$ cat src/logic/soc_map_pkg.sv
package soc_map_pkg;

// Pin count of the GPIO block
localparam int SOC_GPIO_WIDTH = 12;

// APB slots, slot number is paddr[15:12]
localparam int SOC_SLOT_TOTAL = 3;
localparam int SOC_SLOT_GPIO  = 0;
localparam int SOC_SLOT_IRQ   = 1;
localparam int SOC_SLOT_PNP   = 2;
localparam int SOC_SLOT_SHIFT = 12;

// GPIO word offsets
localparam logic [4:0] GPIO_REG_INPUT  = 5'h00;             // Synchronized pin value
localparam logic [4:0] GPIO_REG_OUTPUT = 5'h04;
localparam logic [4:0] GPIO_REG_DIR    = 5'h08;             // 1 = output
localparam logic [4:0] GPIO_REG_IE     = 5'h0C;
localparam logic [4:0] GPIO_REG_PEND   = 5'h10;             // Write one to clear

// Interrupt controller offsets
localparam logic [3:0] IRQ_REG_PEND   = 4'h0;
localparam logic [3:0] IRQ_REG_ENABLE = 4'h4;
localparam logic [3:0] IRQ_REG_CLAIM  = 4'h8;

// Interrupt sources, id 0 means none
localparam int SOC_IRQ_TOTAL     = 16;
localparam int SOC_IRQ_GPIO_BASE = 1;                       // Pin n on source 1+n
localparam int SOC_IRQ_SOFT      = 15;                      // Set by software only

endpackage

$ cat src/logic/soc_pnp_pkg.sv
package soc_pnp_pkg;

// Board identification word at offset 0x00
localparam logic [31:0] SOC_HW_ID = 32'h5C0A_0103;

// Vendor code, upper half of each table entry
localparam logic [15:0] PNP_VENDOR_ID = 16'h00F1;

// Device codes, lower half of each table entry
localparam logic [15:0] PNP_DEV_GPIO = 16'h0060;
localparam logic [15:0] PNP_DEV_IRQ  = 16'h0061;
localparam logic [15:0] PNP_DEV_PNP  = 16'h0062;

// Register offsets
localparam logic [5:0] PNP_REG_SCRATCH = 6'h04;
localparam logic [5:0] PNP_REG_TABLE   = 6'h10;             // One word per slot from here

// One entry for every mapped slave
localparam int PNP_TABLE_SIZE = soc_map_pkg::SOC_SLOT_TOTAL;

endpackage

$ cat src/logic/apb_gpio.sv
`timescale 1ns/1ps

module apb_gpio
    import soc_map_pkg::*;
(
    input logic i_clk,
    input logic i_reset,
    input logic i_sel,
    input logic i_penable,
    input logic i_pwrite,
    input logic [4:0] i_paddr,
    input logic [31:0] i_pwdata,
    output logic [31:0] o_prdata,
    input logic [SOC_GPIO_WIDTH-1:0] i_gpio,                // Pins, asynchronous to i_clk
    output logic [SOC_GPIO_WIDTH-1:0] o_gpio,
    output logic [SOC_GPIO_WIDTH-1:0] o_gpio_dir,           // 1 = output pin
    output logic [SOC_GPIO_WIDTH-1:0] o_irq_lines           // Per-pin level to the controller
);

logic [SOC_GPIO_WIDTH-1:0] out_q;
logic [SOC_GPIO_WIDTH-1:0] dir_q;
logic [SOC_GPIO_WIDTH-1:0] ie_q;
logic [SOC_GPIO_WIDTH-1:0] pend_q;
logic [SOC_GPIO_WIDTH-1:0] sync1_q;
logic [SOC_GPIO_WIDTH-1:0] sync2_q;
logic [SOC_GPIO_WIDTH-1:0] prev_q;                          // sync2_q one cycle later
logic [SOC_GPIO_WIDTH-1:0] rise;
logic wr_en;

assign wr_en = i_sel & i_penable & i_pwrite;

// Rising edges on input pins only
assign rise = sync2_q & ~prev_q & ~dir_q;

always_ff @(posedge i_clk)
begin
    if (i_reset)
    begin
        out_q <= '0;
        dir_q <= '0;                                        // All pins start as inputs
        ie_q <= '0;
        pend_q <= '0;
        sync1_q <= '0;
        sync2_q <= '0;
        prev_q <= '0;
    end
    else
    begin
        sync1_q <= i_gpio;
        sync2_q <= sync1_q;
        prev_q <= sync2_q;

        // A new edge wins over a clear in the same cycle
        if (wr_en && i_paddr == GPIO_REG_PEND)
        begin
            pend_q <= (pend_q & ~i_pwdata[SOC_GPIO_WIDTH-1:0]) | rise;
        end
        else
        begin
            pend_q <= pend_q | rise;
        end

        if (wr_en && i_paddr == GPIO_REG_OUTPUT)
        begin
            out_q <= i_pwdata[SOC_GPIO_WIDTH-1:0];
        end
        if (wr_en && i_paddr == GPIO_REG_DIR)
        begin
            dir_q <= i_pwdata[SOC_GPIO_WIDTH-1:0];
        end
        if (wr_en && i_paddr == GPIO_REG_IE)
        begin
            ie_q <= i_pwdata[SOC_GPIO_WIDTH-1:0];
        end
    end
end

// Read path straight from the registers
always_comb
begin
    case (i_paddr)
        GPIO_REG_INPUT: o_prdata = 32'(sync2_q);
        GPIO_REG_OUTPUT: o_prdata = 32'(out_q);
        GPIO_REG_DIR: o_prdata = 32'(dir_q);
        GPIO_REG_IE: o_prdata = 32'(ie_q);
        GPIO_REG_PEND: o_prdata = 32'(pend_q);
        default: o_prdata = '0;
    endcase
end

assign o_gpio = out_q;
assign o_gpio_dir = dir_q;
assign o_irq_lines = pend_q & ie_q;

endmodule: apb_gpio

$ cat src/logic/apb_irq_ctrl.sv
`timescale 1ns/1ps

module apb_irq_ctrl
    import soc_map_pkg::*;
(
    input logic i_clk,
    input logic i_reset,
    input logic i_sel,
    input logic i_penable,
    input logic i_pwrite,
    input logic [3:0] i_paddr,
    input logic [31:0] i_pwdata,
    output logic [31:0] o_prdata,
    input logic [SOC_GPIO_WIDTH-1:0] i_gpio_irq,            // Levels from the GPIO block
    output logic o_irq
);

logic [SOC_IRQ_TOTAL-1:0] src;
logic [SOC_IRQ_TOTAL-1:0] pend_q;
logic [SOC_IRQ_TOTAL-1:0] pend_d;
logic [SOC_IRQ_TOTAL-1:0] en_q;
logic [SOC_IRQ_TOTAL-1:0] active;
logic [$clog2(SOC_IRQ_TOTAL)-1:0] claim_id;
logic pend_wr;
logic en_wr;
logic claim_rd;

assign pend_wr = i_sel & i_penable & i_pwrite & (i_paddr == IRQ_REG_PEND);
assign en_wr = i_sel & i_penable & i_pwrite & (i_paddr == IRQ_REG_ENABLE);
assign claim_rd = i_sel & i_penable & ~i_pwrite & (i_paddr == IRQ_REG_CLAIM);

// Source map, ids 0 and 13 to 14 have no hardware source
always_comb
begin
    src = '0;
    src[SOC_IRQ_GPIO_BASE +: SOC_GPIO_WIDTH] = i_gpio_irq;
end

assign active = pend_q & en_q;

// Lowest active id wins
always_comb
begin
    claim_id = '0;
    for (int i = SOC_IRQ_TOTAL - 1; i > 0; i--)
    begin
        if (active[i])
        begin
            claim_id = ($clog2(SOC_IRQ_TOTAL))'(i);
        end
    end
end

// Clears win for one cycle, a source still high pends again after that.
// Clear the GPIO pending bit before claiming, or the id comes straight back
always_comb
begin
    pend_d = pend_q | src;
    if (pend_wr)
    begin
        pend_d[SOC_IRQ_GPIO_BASE +: SOC_GPIO_WIDTH] =
            pend_d[SOC_IRQ_GPIO_BASE +: SOC_GPIO_WIDTH] &
            ~i_pwdata[SOC_IRQ_GPIO_BASE +: SOC_GPIO_WIDTH];
        pend_d[SOC_IRQ_SOFT] = pend_d[SOC_IRQ_SOFT] | i_pwdata[SOC_IRQ_SOFT];
    end
    if (claim_rd)
    begin
        pend_d[claim_id] = 1'b0;                            // Id 0 is never pending
    end
end

always_ff @(posedge i_clk)
begin
    if (i_reset)
    begin
        pend_q <= '0;
        en_q <= '0;
    end
    else
    begin
        pend_q <= pend_d;
        if (en_wr)
        begin
            en_q <= i_pwdata[SOC_IRQ_TOTAL-1:0];
        end
    end
end

always_comb
begin
    case (i_paddr)
        IRQ_REG_PEND: o_prdata = 32'(pend_q);
        IRQ_REG_ENABLE: o_prdata = 32'(en_q);
        IRQ_REG_CLAIM: o_prdata = 32'(claim_id);
        default: o_prdata = '0;
    endcase
end

assign o_irq = |active;

endmodule: apb_irq_ctrl

$ cat src/logic/apb_pnp.sv
`timescale 1ns/1ps

module apb_pnp
    import soc_map_pkg::*;
    import soc_pnp_pkg::*;
(
    input logic i_clk,
    input logic i_reset,
    input logic i_sel,
    input logic i_penable,
    input logic i_pwrite,
    input logic [5:0] i_paddr,
    input logic [31:0] i_pwdata,
    output logic [31:0] o_prdata
);

logic [31:0] scratch_q;
logic [15:0] dev_code [PNP_TABLE_SIZE];
logic [5:0] tbl_offs;                                       // Byte offset inside the table
logic in_table;
logic wr_en;

// Device codes in slot order
assign dev_code[SOC_SLOT_GPIO] = PNP_DEV_GPIO;
assign dev_code[SOC_SLOT_IRQ] = PNP_DEV_IRQ;
assign dev_code[SOC_SLOT_PNP] = PNP_DEV_PNP;

assign tbl_offs = i_paddr - PNP_REG_TABLE;
assign in_table = (i_paddr >= PNP_REG_TABLE) && (tbl_offs[1:0] == 2'b00)
               && (tbl_offs[5:2] < 4'(PNP_TABLE_SIZE));

assign wr_en = i_sel & i_penable & i_pwrite & (i_paddr == PNP_REG_SCRATCH);

always_ff @(posedge i_clk)
begin
    if (i_reset)
    begin
        scratch_q <= '0;
    end
    else if (wr_en)
    begin
        scratch_q <= i_pwdata;                              // Only writable word
    end
end

always_comb
begin
    o_prdata = '0;
    if (in_table)
    begin
        o_prdata = {PNP_VENDOR_ID, dev_code[tbl_offs[3:2]]};
    end
    else if (i_paddr == PNP_REG_SCRATCH)
    begin
        o_prdata = scratch_q;
    end
    else if (i_paddr == 6'h00)
    begin
        o_prdata = SOC_HW_ID;                               // Hardware id at offset 0
    end
end

endmodule: apb_pnp

$ cat src/logic/apb_resp_mux.sv
`timescale 1ns/1ps

module apb_resp_mux
    import soc_map_pkg::*;
(
    input logic [SOC_SLOT_TOTAL-1:0] i_sel,                 // One-hot from the decoder
    input logic i_unmapped,
    input logic i_penable,
    input logic [31:0] i_prdata_gpio,
    input logic [31:0] i_prdata_irq,
    input logic [31:0] i_prdata_pnp,
    output logic [31:0] o_prdata,
    output logic o_pready,
    output logic o_pslverr
);

// Zero when idle or unmapped
always_comb
begin
    o_prdata = '0;
    if (i_sel[SOC_SLOT_GPIO])
    begin
        o_prdata = i_prdata_gpio;
    end
    else if (i_sel[SOC_SLOT_IRQ])
    begin
        o_prdata = i_prdata_irq;
    end
    else if (i_sel[SOC_SLOT_PNP])
    begin
        o_prdata = i_prdata_pnp;
    end
end

assign o_pready = i_penable;                                // No wait states anywhere
assign o_pslverr = i_penable & i_unmapped;

endmodule: apb_resp_mux

$ cat src/logic/apb_slot_decoder.sv
`timescale 1ns/1ps

module apb_slot_decoder
(
    input logic i_psel,                                     // APB select from the master
    input logic [15:12] i_paddr,                            // Slot number field
    output logic [2:0] o_sel,                               // One-hot slave select
    output logic o_unmapped                                 // Access to an empty slot
);

logic [2:0] slot_hit;
logic slot_valid;

// Decode the slot number regardless of psel
always_comb
begin
    slot_hit = 3'b000;
    case (i_paddr)
        4'd0: slot_hit = 3'b001;                            // GPIO
        4'd1: slot_hit = 3'b010;                            // Interrupt controller
        4'd2: slot_hit = 3'b100;                            // Plug-and-play table
        default: slot_hit = 3'b000;
    endcase
end

assign slot_valid = |slot_hit;

// Nothing leaves the decoder while the bus is idle
always_comb
begin
    o_sel = 3'b000;
    o_unmapped = 1'b0;
    if (i_psel)
    begin
        o_sel = slot_hit;
        o_unmapped = ~slot_valid;                           // Slots 3 to 15
    end
end

endmodule: apb_slot_decoder

$ cat src/logic/periph_subsys.sv
`timescale 1ns/1ps

module periph_subsys
    import soc_map_pkg::*;
(
    input logic i_clk,
    input logic i_reset,
    // APB slave port
    input logic i_psel,
    input logic i_penable,
    input logic i_pwrite,
    input logic [15:0] i_paddr,
    input logic [31:0] i_pwdata,
    output logic o_pready,
    output logic [31:0] o_prdata,
    output logic o_pslverr,
    // GPIO pins
    input logic [SOC_GPIO_WIDTH-1:0] i_gpio,
    output logic [SOC_GPIO_WIDTH-1:0] o_gpio,
    output logic [SOC_GPIO_WIDTH-1:0] o_gpio_dir,
    output logic o_irq                                      // External interrupt to the hart
);

logic [SOC_SLOT_TOTAL-1:0] wb_sel;
logic w_unmapped;
logic [31:0] wb_prdata_gpio;
logic [31:0] wb_prdata_irq;
logic [31:0] wb_prdata_pnp;
logic [SOC_GPIO_WIDTH-1:0] wb_irq_gpio;

apb_slot_decoder decoder0 (
    .i_psel(i_psel),
    .i_paddr(i_paddr[15:SOC_SLOT_SHIFT]),
    .o_sel(wb_sel),
    .o_unmapped(w_unmapped)
);

apb_gpio gpio0 (
    .i_clk(i_clk),
    .i_reset(i_reset),
    .i_sel(wb_sel[SOC_SLOT_GPIO]),
    .i_penable(i_penable),
    .i_pwrite(i_pwrite),
    .i_paddr(i_paddr[4:0]),
    .i_pwdata(i_pwdata),
    .o_prdata(wb_prdata_gpio),
    .i_gpio(i_gpio),
    .o_gpio(o_gpio),
    .o_gpio_dir(o_gpio_dir),
    .o_irq_lines(wb_irq_gpio)
);

apb_irq_ctrl plic0 (
    .i_clk(i_clk),
    .i_reset(i_reset),
    .i_sel(wb_sel[SOC_SLOT_IRQ]),
    .i_penable(i_penable),
    .i_pwrite(i_pwrite),
    .i_paddr(i_paddr[3:0]),
    .i_pwdata(i_pwdata),
    .o_prdata(wb_prdata_irq),
    .i_gpio_irq(wb_irq_gpio),
    .o_irq(o_irq)
);

apb_pnp pnp0 (
    .i_clk(i_clk),
    .i_reset(i_reset),
    .i_sel(wb_sel[SOC_SLOT_PNP]),
    .i_penable(i_penable),
    .i_pwrite(i_pwrite),
    .i_paddr(i_paddr[5:0]),
    .i_pwdata(i_pwdata),
    .o_prdata(wb_prdata_pnp)
);

apb_resp_mux respmux0 (
    .i_sel(wb_sel),
    .i_unmapped(w_unmapped),
    .i_penable(i_penable),
    .i_prdata_gpio(wb_prdata_gpio),
    .i_prdata_irq(wb_prdata_irq),
    .i_prdata_pnp(wb_prdata_pnp),
    .o_prdata(o_prdata),
    .o_pready(o_pready),
    .o_pslverr(o_pslverr)
);

endmodule: periph_subsys

$ cat config.mk
export PLATFORM = sky130hd
export DESIGN_NAME = periph_subsys
export DESIGN_NICKNAME = d
export VERILOG_FILES = /design/src/logic/soc_map_pkg.sv /design/src/logic/soc_pnp_pkg.sv /design/src/logic/apb_gpio.sv /design/src/logic/apb_irq_ctrl.sv /design/src/logic/apb_pnp.sv /design/src/logic/apb_resp_mux.sv /design/src/logic/apb_slot_decoder.sv /design/src/logic/periph_subsys.sv
export SDC_FILE = /design/constraint.sdc
export NUM_CORES = 1
export LEC_CHECK = 0
export BUFFER_PORTS_ARGS = -buffer_cell sky130_fd_sc_hd__buf_2
export CAP_MARGIN = 20
export CORE_MARGIN = 4
export CORE_UTILIZATION = 43
export DETAILED_ROUTE_END_ITERATION = 10
export SLEW_MARGIN = 20
export SYNTH_ARGS = -nofsm -noshare
export SYNTH_HDL_FRONTEND = slang
export SYNTH_SLANG_ARGS = --single-unit
$ cat constraint.sdc
create_clock -name i_clk -period 2.6 [get_ports i_clk]
set_input_delay 0.26 -clock i_clk [delete_from_list [all_inputs] [get_ports i_clk]]
set_output_delay 0.26 -clock i_clk [all_outputs]
set_load 0.02 [all_outputs]
==> results.tsv, run 1 <==
stage	metric	value	unit
final_layout	layout cells sized above 1	23.1	%
floorplan	Die ar.	0.0174	mm²
timing	final hold vios	0	
final_layout	Layout area overhead	21.0	%
floorplan	# IOs	124	
timing	RSZ-0062 raised after global routing	yes	
worst_setup_path	slowest library cell on the worst path	dfxtp_4	
worst_setup_path	max incr delay on CP	0.36	ns
route	# DRC	0	
timing	period utilisation layout	102	%
clocking	TritonCTS clock tree	done	
final_layout	final-layout fill cell count	1393	
yosys	sequential element share of the synthesized area	45.0	%
route	DR WL/cell	19.9	µm
hold_path	hold path cells	2	
yosys	Post-synth EDFFs	0	
worst_setup_path	Crit. path cell count	7	
global_route	antenna violations before repair	0	
clocking	latest clock arrival within the worst-skew pair	0.43	ns
clocking	clk buf depth	2	
timing	crit path time final	2.64	ns
global_route	first-pass GRT wire length	34.4	mm
yosys	largest cells by area after synthesis	dfxtp_1 45%, nand2_1 10%, a21oi_1 9.0%	
yosys	Post-synth ARST share	0	%
clocking	CTS root buf	clkbuf_16	
place	dpl cells	1059	
hold_path	worst hold-check path type	in -> reg	
timing	Clock Skew	0.0122	ns
hold_path	Worst Hold End	gpio0.sync1_q[1]$_SDFF_PP0_	
pwr	Power, Total	4880	µW
clocking	clk sinks	148	
status	failing checks	negative setup slack	
worst_setup_path	CP endpoint kind	primary output	
worst_setup_path	WS Path Type	reg -> out	
worst_setup_path	worst path required time	2.34	ns
worst_setup_path	crit path DAT	2.38	ns
yosys	most area-hungry cell type in the Yosys netlist	dfxtp_1	
route	drt total wl	21.8	mm
worst_setup_path	critical path's top delay family	compound AO/OA/AOI/OAI gates	
pwr	P_leak	0.00305	µW
global_route	vias in the first global route	6017	
place	Final GP Congestion	0.909	
route	vias per cell	5.77	
route	drt pass-1 iters	5	
clocking	Num CTS Buffers	17	
final_layout	total area of sequential cells	0.00298	mm²
floorplan	die span in x	132	µm
yosys	main flop type after synthesis	dfxtp_1	
worst_setup_path	worst reg2reg startpoint	plic0.pend_q[7]$_SDFF_PP0_	
timing	Worst-Margin Slew	0.738	ns
global_route	GRT Residual Overflow	0	
yosys	count leader, synth	nand2_1	
yosys	Syn Std Cell Area	0.00658	mm²
hold_path	beginning of the worst hold path	i_gpio[1]	
yosys	syn avg cell area	8.31	µm²
worst_setup_path	Worst Path Buf+Inv	1	
yosys	net count after synthesis	857	
timing	final count of negative-setup-slack endpoints	1	
timing	Slew HR	50.8	%
global_route	largest net degree at the start of global routing	55	
floorplan	DIE HEIGHT	132	µm
yosys	Ys Warns	0	
place	port buffer count	117	
floorplan	Core Footprint	0.0148	mm²
worst_setup_path	Crit Path Max Fanout	4	
run	max cap viols	0	
clocking	cts hold-fix bufs	0	
final_layout	Final Non-Filler Cells	1097	
worst_setup_path	r2r setup slk	0.70	ns
floorplan	Initial Utilization	44.6	%
final_layout	nets	965	
final_layout	area of the multi-input gates	0.00331	mm²
yosys	top cell type's share of synthesized area	45.0	%
final_layout	ant diodes	0	
timing	final worst slack	-0.0394	ns
pwr	power per cell area	612	mW/mm²
route	DR iter-0 viols	629	
status	status	finished with violations	
route	ANT nets after route	0	
global_route	Total GRT Usage	25.1	%
worst_setup_path	CP Launch Type	register	
yosys	Post-synth top cells	175 x nand2_1, 148 x dfxtp_1, 119 x a21oi_1, 37 x nor2b_1, 36 x nor2_1	
worst_setup_path	CP Cell Sequence	a22o_4 > nor4b_4 > nor3_2 > a222oi_1 > nor2_1 > a211o_1 > buf_6	
pwr	IR drop worst, VDD	469	µV
timing	Fmax achieved	379	MHz
timing	Pins Over Slew Limit	0	
floorplan	# rows	44	
yosys	synthesis-stage register bit count	148	
clocking	htree depth	4	
place	DP HPWL	15.5	mm
worst_setup_path	reg2reg end	plic0.pend_q[4]$_SDFF_PP0_	
yosys	synth unique cells	52	
clocking	Clk pin slew, worst setup/hold paths	0.06	ns
route	total number of vias	6327	
worst_setup_path	Register-to-Register Path Depth	5	
yosys	Mapped Cells	792	
[power by group]
part           switching, µW  leakage [µW]  internal (µW)
sequential              21.8       0.00120           2300
clock                   1050      0.000263           1280
combinational            148       0.00158           78.5
[logic make-up (layout without fill, tap and decap cells)]
family                 count (synthesis)  count (layout)  share of synthesized area (%)
muxes                                 12              12                           1.82
AOI/OAI and AO/OA                    228             228                           22.0
buffers and inverters                 64             185                           5.13
DFF                                  148             148                           45.0
and+or+nand+nor                      340             340                           26.0
[layout make-up]
cell class / instances / share of cell area [%]
multi-input cells: 580 / 41.6
flip-flops and latches: 148 / 37.4
repair buffers: 145 / 10.8
clock buffers: 19 / 5.56
well taps: 184 / 2.89
clock inverters: 13 / 1.46
inverters: 8 / 0.377
[flip-flops by register name, indices dropped and copies added, names as in the netlist]
name / cells
plic0.pend_q: 16
gpio0.ie_q: 12
plic0.en_q: 16
gpio0.pend_q: 12
gpio0.sync2_q: 12
pnp0.scratch_q: 32
gpio0.o_gpio_dir: 12
gpio0.o_gpio: 12
gpio0.sync1_q: 12
gpio0.prev_q: 12
[timing repair]
item / CTS / global route
pin swaps: 7 / 6
endpoints found under the hold margin: 0 / 0
buffers inserted: 4 / 2
resized for setup: 13 / 6
setup endpoints to repair: 2 / 3
[layer usage]
layer	track usage, %	wire length [µm]	up-vias
met1	33.4	9630	3030
met2	39.7	10000	245
met4	8.93	591	0
li1	-	-	3013
met5	0	0	-
met3	6.64	1530	39
[metrics by stage]
step	utilization, %	area [µm²]	worst slack (ns)	hold WS (ns)	TNS [ns]
floorplan	-	6580	0.568	0.388	0
global placement	49.5	7310	0.136	0.417	0
detailed placement	49.5	7310	0.126	0.420	0
CTS	53.8	7940	-0.0146	0.0257	-0.0146
global route	54.0	7970	-0.157	0.0370	-0.168
finish	54.0	7970	-0.0394	0.0341	-0.0394
[worst max-delay path by stage]
stage / startpoint / to
after floorplan: i_paddr[1] / o_prdata[12]
after global placement: i_paddr[1] / o_prdata[1]
after detailed placement: i_paddr[1] / o_prdata[4]
after CTS: plic0.en_q[13]$_SDFFE_PP0P_ / o_prdata[3]
after global routing: plic0.pend_q[9]$_SDFF_PP0_ / o_prdata[3]
final: plic0.pend_q[9]$_SDFF_PP0_ / o_prdata[3]
[placed cells by master, fill, tap and decap left out, types with 7 or more instances in the layout]
cell and instances:
a211o_1 12, a21oi_1 119, a222oi_1 8, a22oi_1 31, and2_1 8, and3_1 7, buf_2 114, buf_4 26
clkbuf_16 17, dfxtp_1 139, dfxtp_2 7, mux2i_1 12, nand2_1 175, nand3_1 34, nor2_1 36, nor2b_1 37
nor3b_1 12, o21a_1 10, o21ai_0 11
Note: power is estimated with default switching activity, not from simulation.
==> inputs of run 2 (changes only) <==
Settings changed: CTS_BUF_LIST set to sky130_fd_sc_hd__clkbuf_8.
==> results.tsv, run 2 (synthesized netlist as in run 1, its figures left out) <==
stage	metric	value	unit	change
timing	final worst slack	-0.0838	ns	-0.0444 ns
place	port buffer count	117		unchanged
clocking	Num CTS Buffers	17		unchanged
place	pre-CTS setup slack	0.126	ns	unchanged
status	failing checks	negative setup slack		
timing	Clock Skew	0.0158	ns	+0.00363 ns
clocking	Clk pin slew, worst setup/hold paths	0.09	ns	+0.03 ns
final_layout	ant diodes	0		unchanged
floorplan	Initial Utilization	44.6	%	unchanged
global_route	antenna violations before repair	0		unchanged
timing	Worst-Margin Slew	0.736	ns	-0.00192 ns
status	status	finished with violations		
final_layout	layout cells sized above 1	22.8	%	-0.36 points
global_route	largest net degree at the start of global routing	55		unchanged
timing	crit path time final	2.68	ns	+0.0444 ns
clocking	CTS root buf	clkbuf_8		
global_route	GRT Residual Overflow	0		unchanged
clocking	clk sinks	148		unchanged
final_layout	Top reg by flops	pnp0.scratch_q		
run	max cap viols	0		unchanged
place	Final GP Congestion	0.909		unchanged
floorplan	# IOs	124		unchanged
route	drt pass-1 iters	5		unchanged
final_layout	final-layout fill cell count	1415		+1.6%
global_route	vias in the first global route	6031		+0.23%
final_layout	max FFs per register	32		unchanged
route	# DRC	0		unchanged
worst_setup_path	Crit Path Max Fanout	4		unchanged
timing	Fmax achieved	373	MHz	-1.7%
final_layout	nets	975		+1.0%
clocking	clk buf depth	2		unchanged
floorplan	Die ar.	0.0174	mm²	unchanged
final_layout	Final Non-Filler Cells	1107		+0.91%
clocking	latest clock arrival within the worst-skew pair	0.46	ns	+0.03 ns
place	DP HPWL	15.5	mm	unchanged
final_layout	Layout area overhead	19.5	%	
floorplan	# rows	44		unchanged
final_layout	Regs by FF count	pnp0.scratch_q x32, plic0.en_q x16, plic0.pend_q x16		
place	Post-Place Cell Area	0.00731	mm²	unchanged
route	vias per cell	5.78		+0.15%
timing	period utilisation layout	103	%	+1.7 points
hold_path	worst hold-check path type	in -> reg		
worst_setup_path	worst path required time	2.34	ns	about the same
worst_setup_path	CP endpoint kind	primary output		
route	DR iter-0 viols	630		+0.16%
route	drt total wl	21.9	mm	+0.27%
pwr	Power, Total	4230	µW	-13%
global_route	first-pass GRT wire length	34.7	mm	+0.74%
timing	Pins Over Slew Limit	0		unchanged
pwr	power per cell area	537	mW/mm²	-12%
timing	Slew HR	50.9	%	+0.13 points
pwr	IR drop worst, VDD	333	µV	-29%
pwr	P_leak	0.00300	µW	-1.6%
place	dpl cells	1059		unchanged
floorplan	die span in x	132	µm	unchanged
global_route	Total GRT Usage	25.2	%	+0.071 points
final_layout	commonest cells after routing, fill and taps aside	175 x nand2_1, 138 x dfxtp_1, 119 x a21oi_1, 114 x buf_2, 37 x nor2b_1		
route	total number of vias	6394		+1.1%
worst_setup_path	crit path DAT	2.42	ns	+0.04 ns
route	DR WL/cell	19.7	µm	-0.64%
final_layout	fin util	53.3	%	-0.67 points
worst_setup_path	CP Launch Type	register		
final_layout	commonest non-fill, non-tap cell in the layout	nand2_1		
worst_setup_path	WS Path Type	reg -> out		
clocking	TritonCTS clock tree	done		
route	ANT nets after route	0		unchanged
floorplan	Core Footprint	0.0148	mm²	unchanged
timing	final count of negative-setup-slack endpoints	1		unchanged
floorplan	DIE HEIGHT	132	µm	unchanged
timing	final hold vios	0		unchanged
clocking	htree depth	4		unchanged
timing	RSZ-0062 raised after global routing	yes		
final_layout	design area	0.00787	mm²	-1.2%
[run 2: path summary, 6_finish.rpt]
check                                            startpoint                           to  slack [ns]  cells past startpoint
worst max-delay path             plic0.pend_q[9]$_SDFF_PP0_                  o_prdata[3]       -0.08                      7
worst min-delay path                              i_gpio[3]  gpio0.sync1_q[3]$_SDFF_PP0_        0.02                      2
worst max register to register   plic0.pend_q[7]$_SDFF_PP0_   plic0.pend_q[4]$_SDFF_PP0_        0.68                      5
worst min register to register  gpio0.sync1_q[4]$_SDFF_PP0_  gpio0.sync2_q[4]$_SDFF_PP0_        0.44                      1
[run 2: power by group]
| part | internal [µW] | switching [µW] | leakage (µW) | total (µW) |
|---|---|---|---|---|
| Clock | 712 | 959 | 0.000179 | 1670 |
| Combinational | 89.2 | 151 | 0.00161 | 240 |
| Sequential | 2300 | 21.6 | 0.00120 | 2320 |
| Total | 3100 | 1130 | 0.00300 | 4230 |
[run 2: worst max-delay path, cell delays in order, from the launching register on]
cell      delay [ns]
dfxtp_4         0.37
a22o_4          0.27
nor4b_4         0.35
nor3_2          0.09
a222oi_1        0.34
nor2_1          0.12
a211o_1         0.29
buf_6           0.15
[run 2: what timing repair did]
action / 4_1_cts / 5_1_grt
resized for setup: 14 / 4
hold endpoints to repair: 11 / 0
hold buffers: 11 / 0
setup endpoints to repair: 2 / 4
buffers inserted: 3 / 2
pin swaps: 7 / 6
[run 2: routing by layer]
layer	track usage (%)	up-vias	wire length, µm
li1	-	3027	-
met1	34.3	3039	9510
met2	40.0	295	10100
met3	5.69	33	1800
met4	7.99	0	431
met5	0	-	0
[run 2: cell type report]
class | instances | area [µm²] | area share (%)
Timing Repair Buffer | 155 | 960 | 12.2
Tap cell | 184 | 230 | 2.93
Multi-Input combinational cell | 580 | 3300 | 42.0
Inverter | 8 | 30.0 | 0.382
Clock buffer | 18 | 248 | 3.15
Sequential cell | 148 | 2980 | 37.8
Clock inverter | 14 | 120 | 1.53
[run 2: metrics by stage]
| stage | hold slack, ns | setup TNS, ns |
|---|---|---|
| final | 0.0245 | -0.0838 |
| after global routing | 0.00513 | -0.304 |
| after CTS | 0.00254 | -0.0723 |
| after detailed placement | 0.420 | 0 |
| after global placement | 0.417 | 0 |
| after floorplan | 0.388 | 0 |
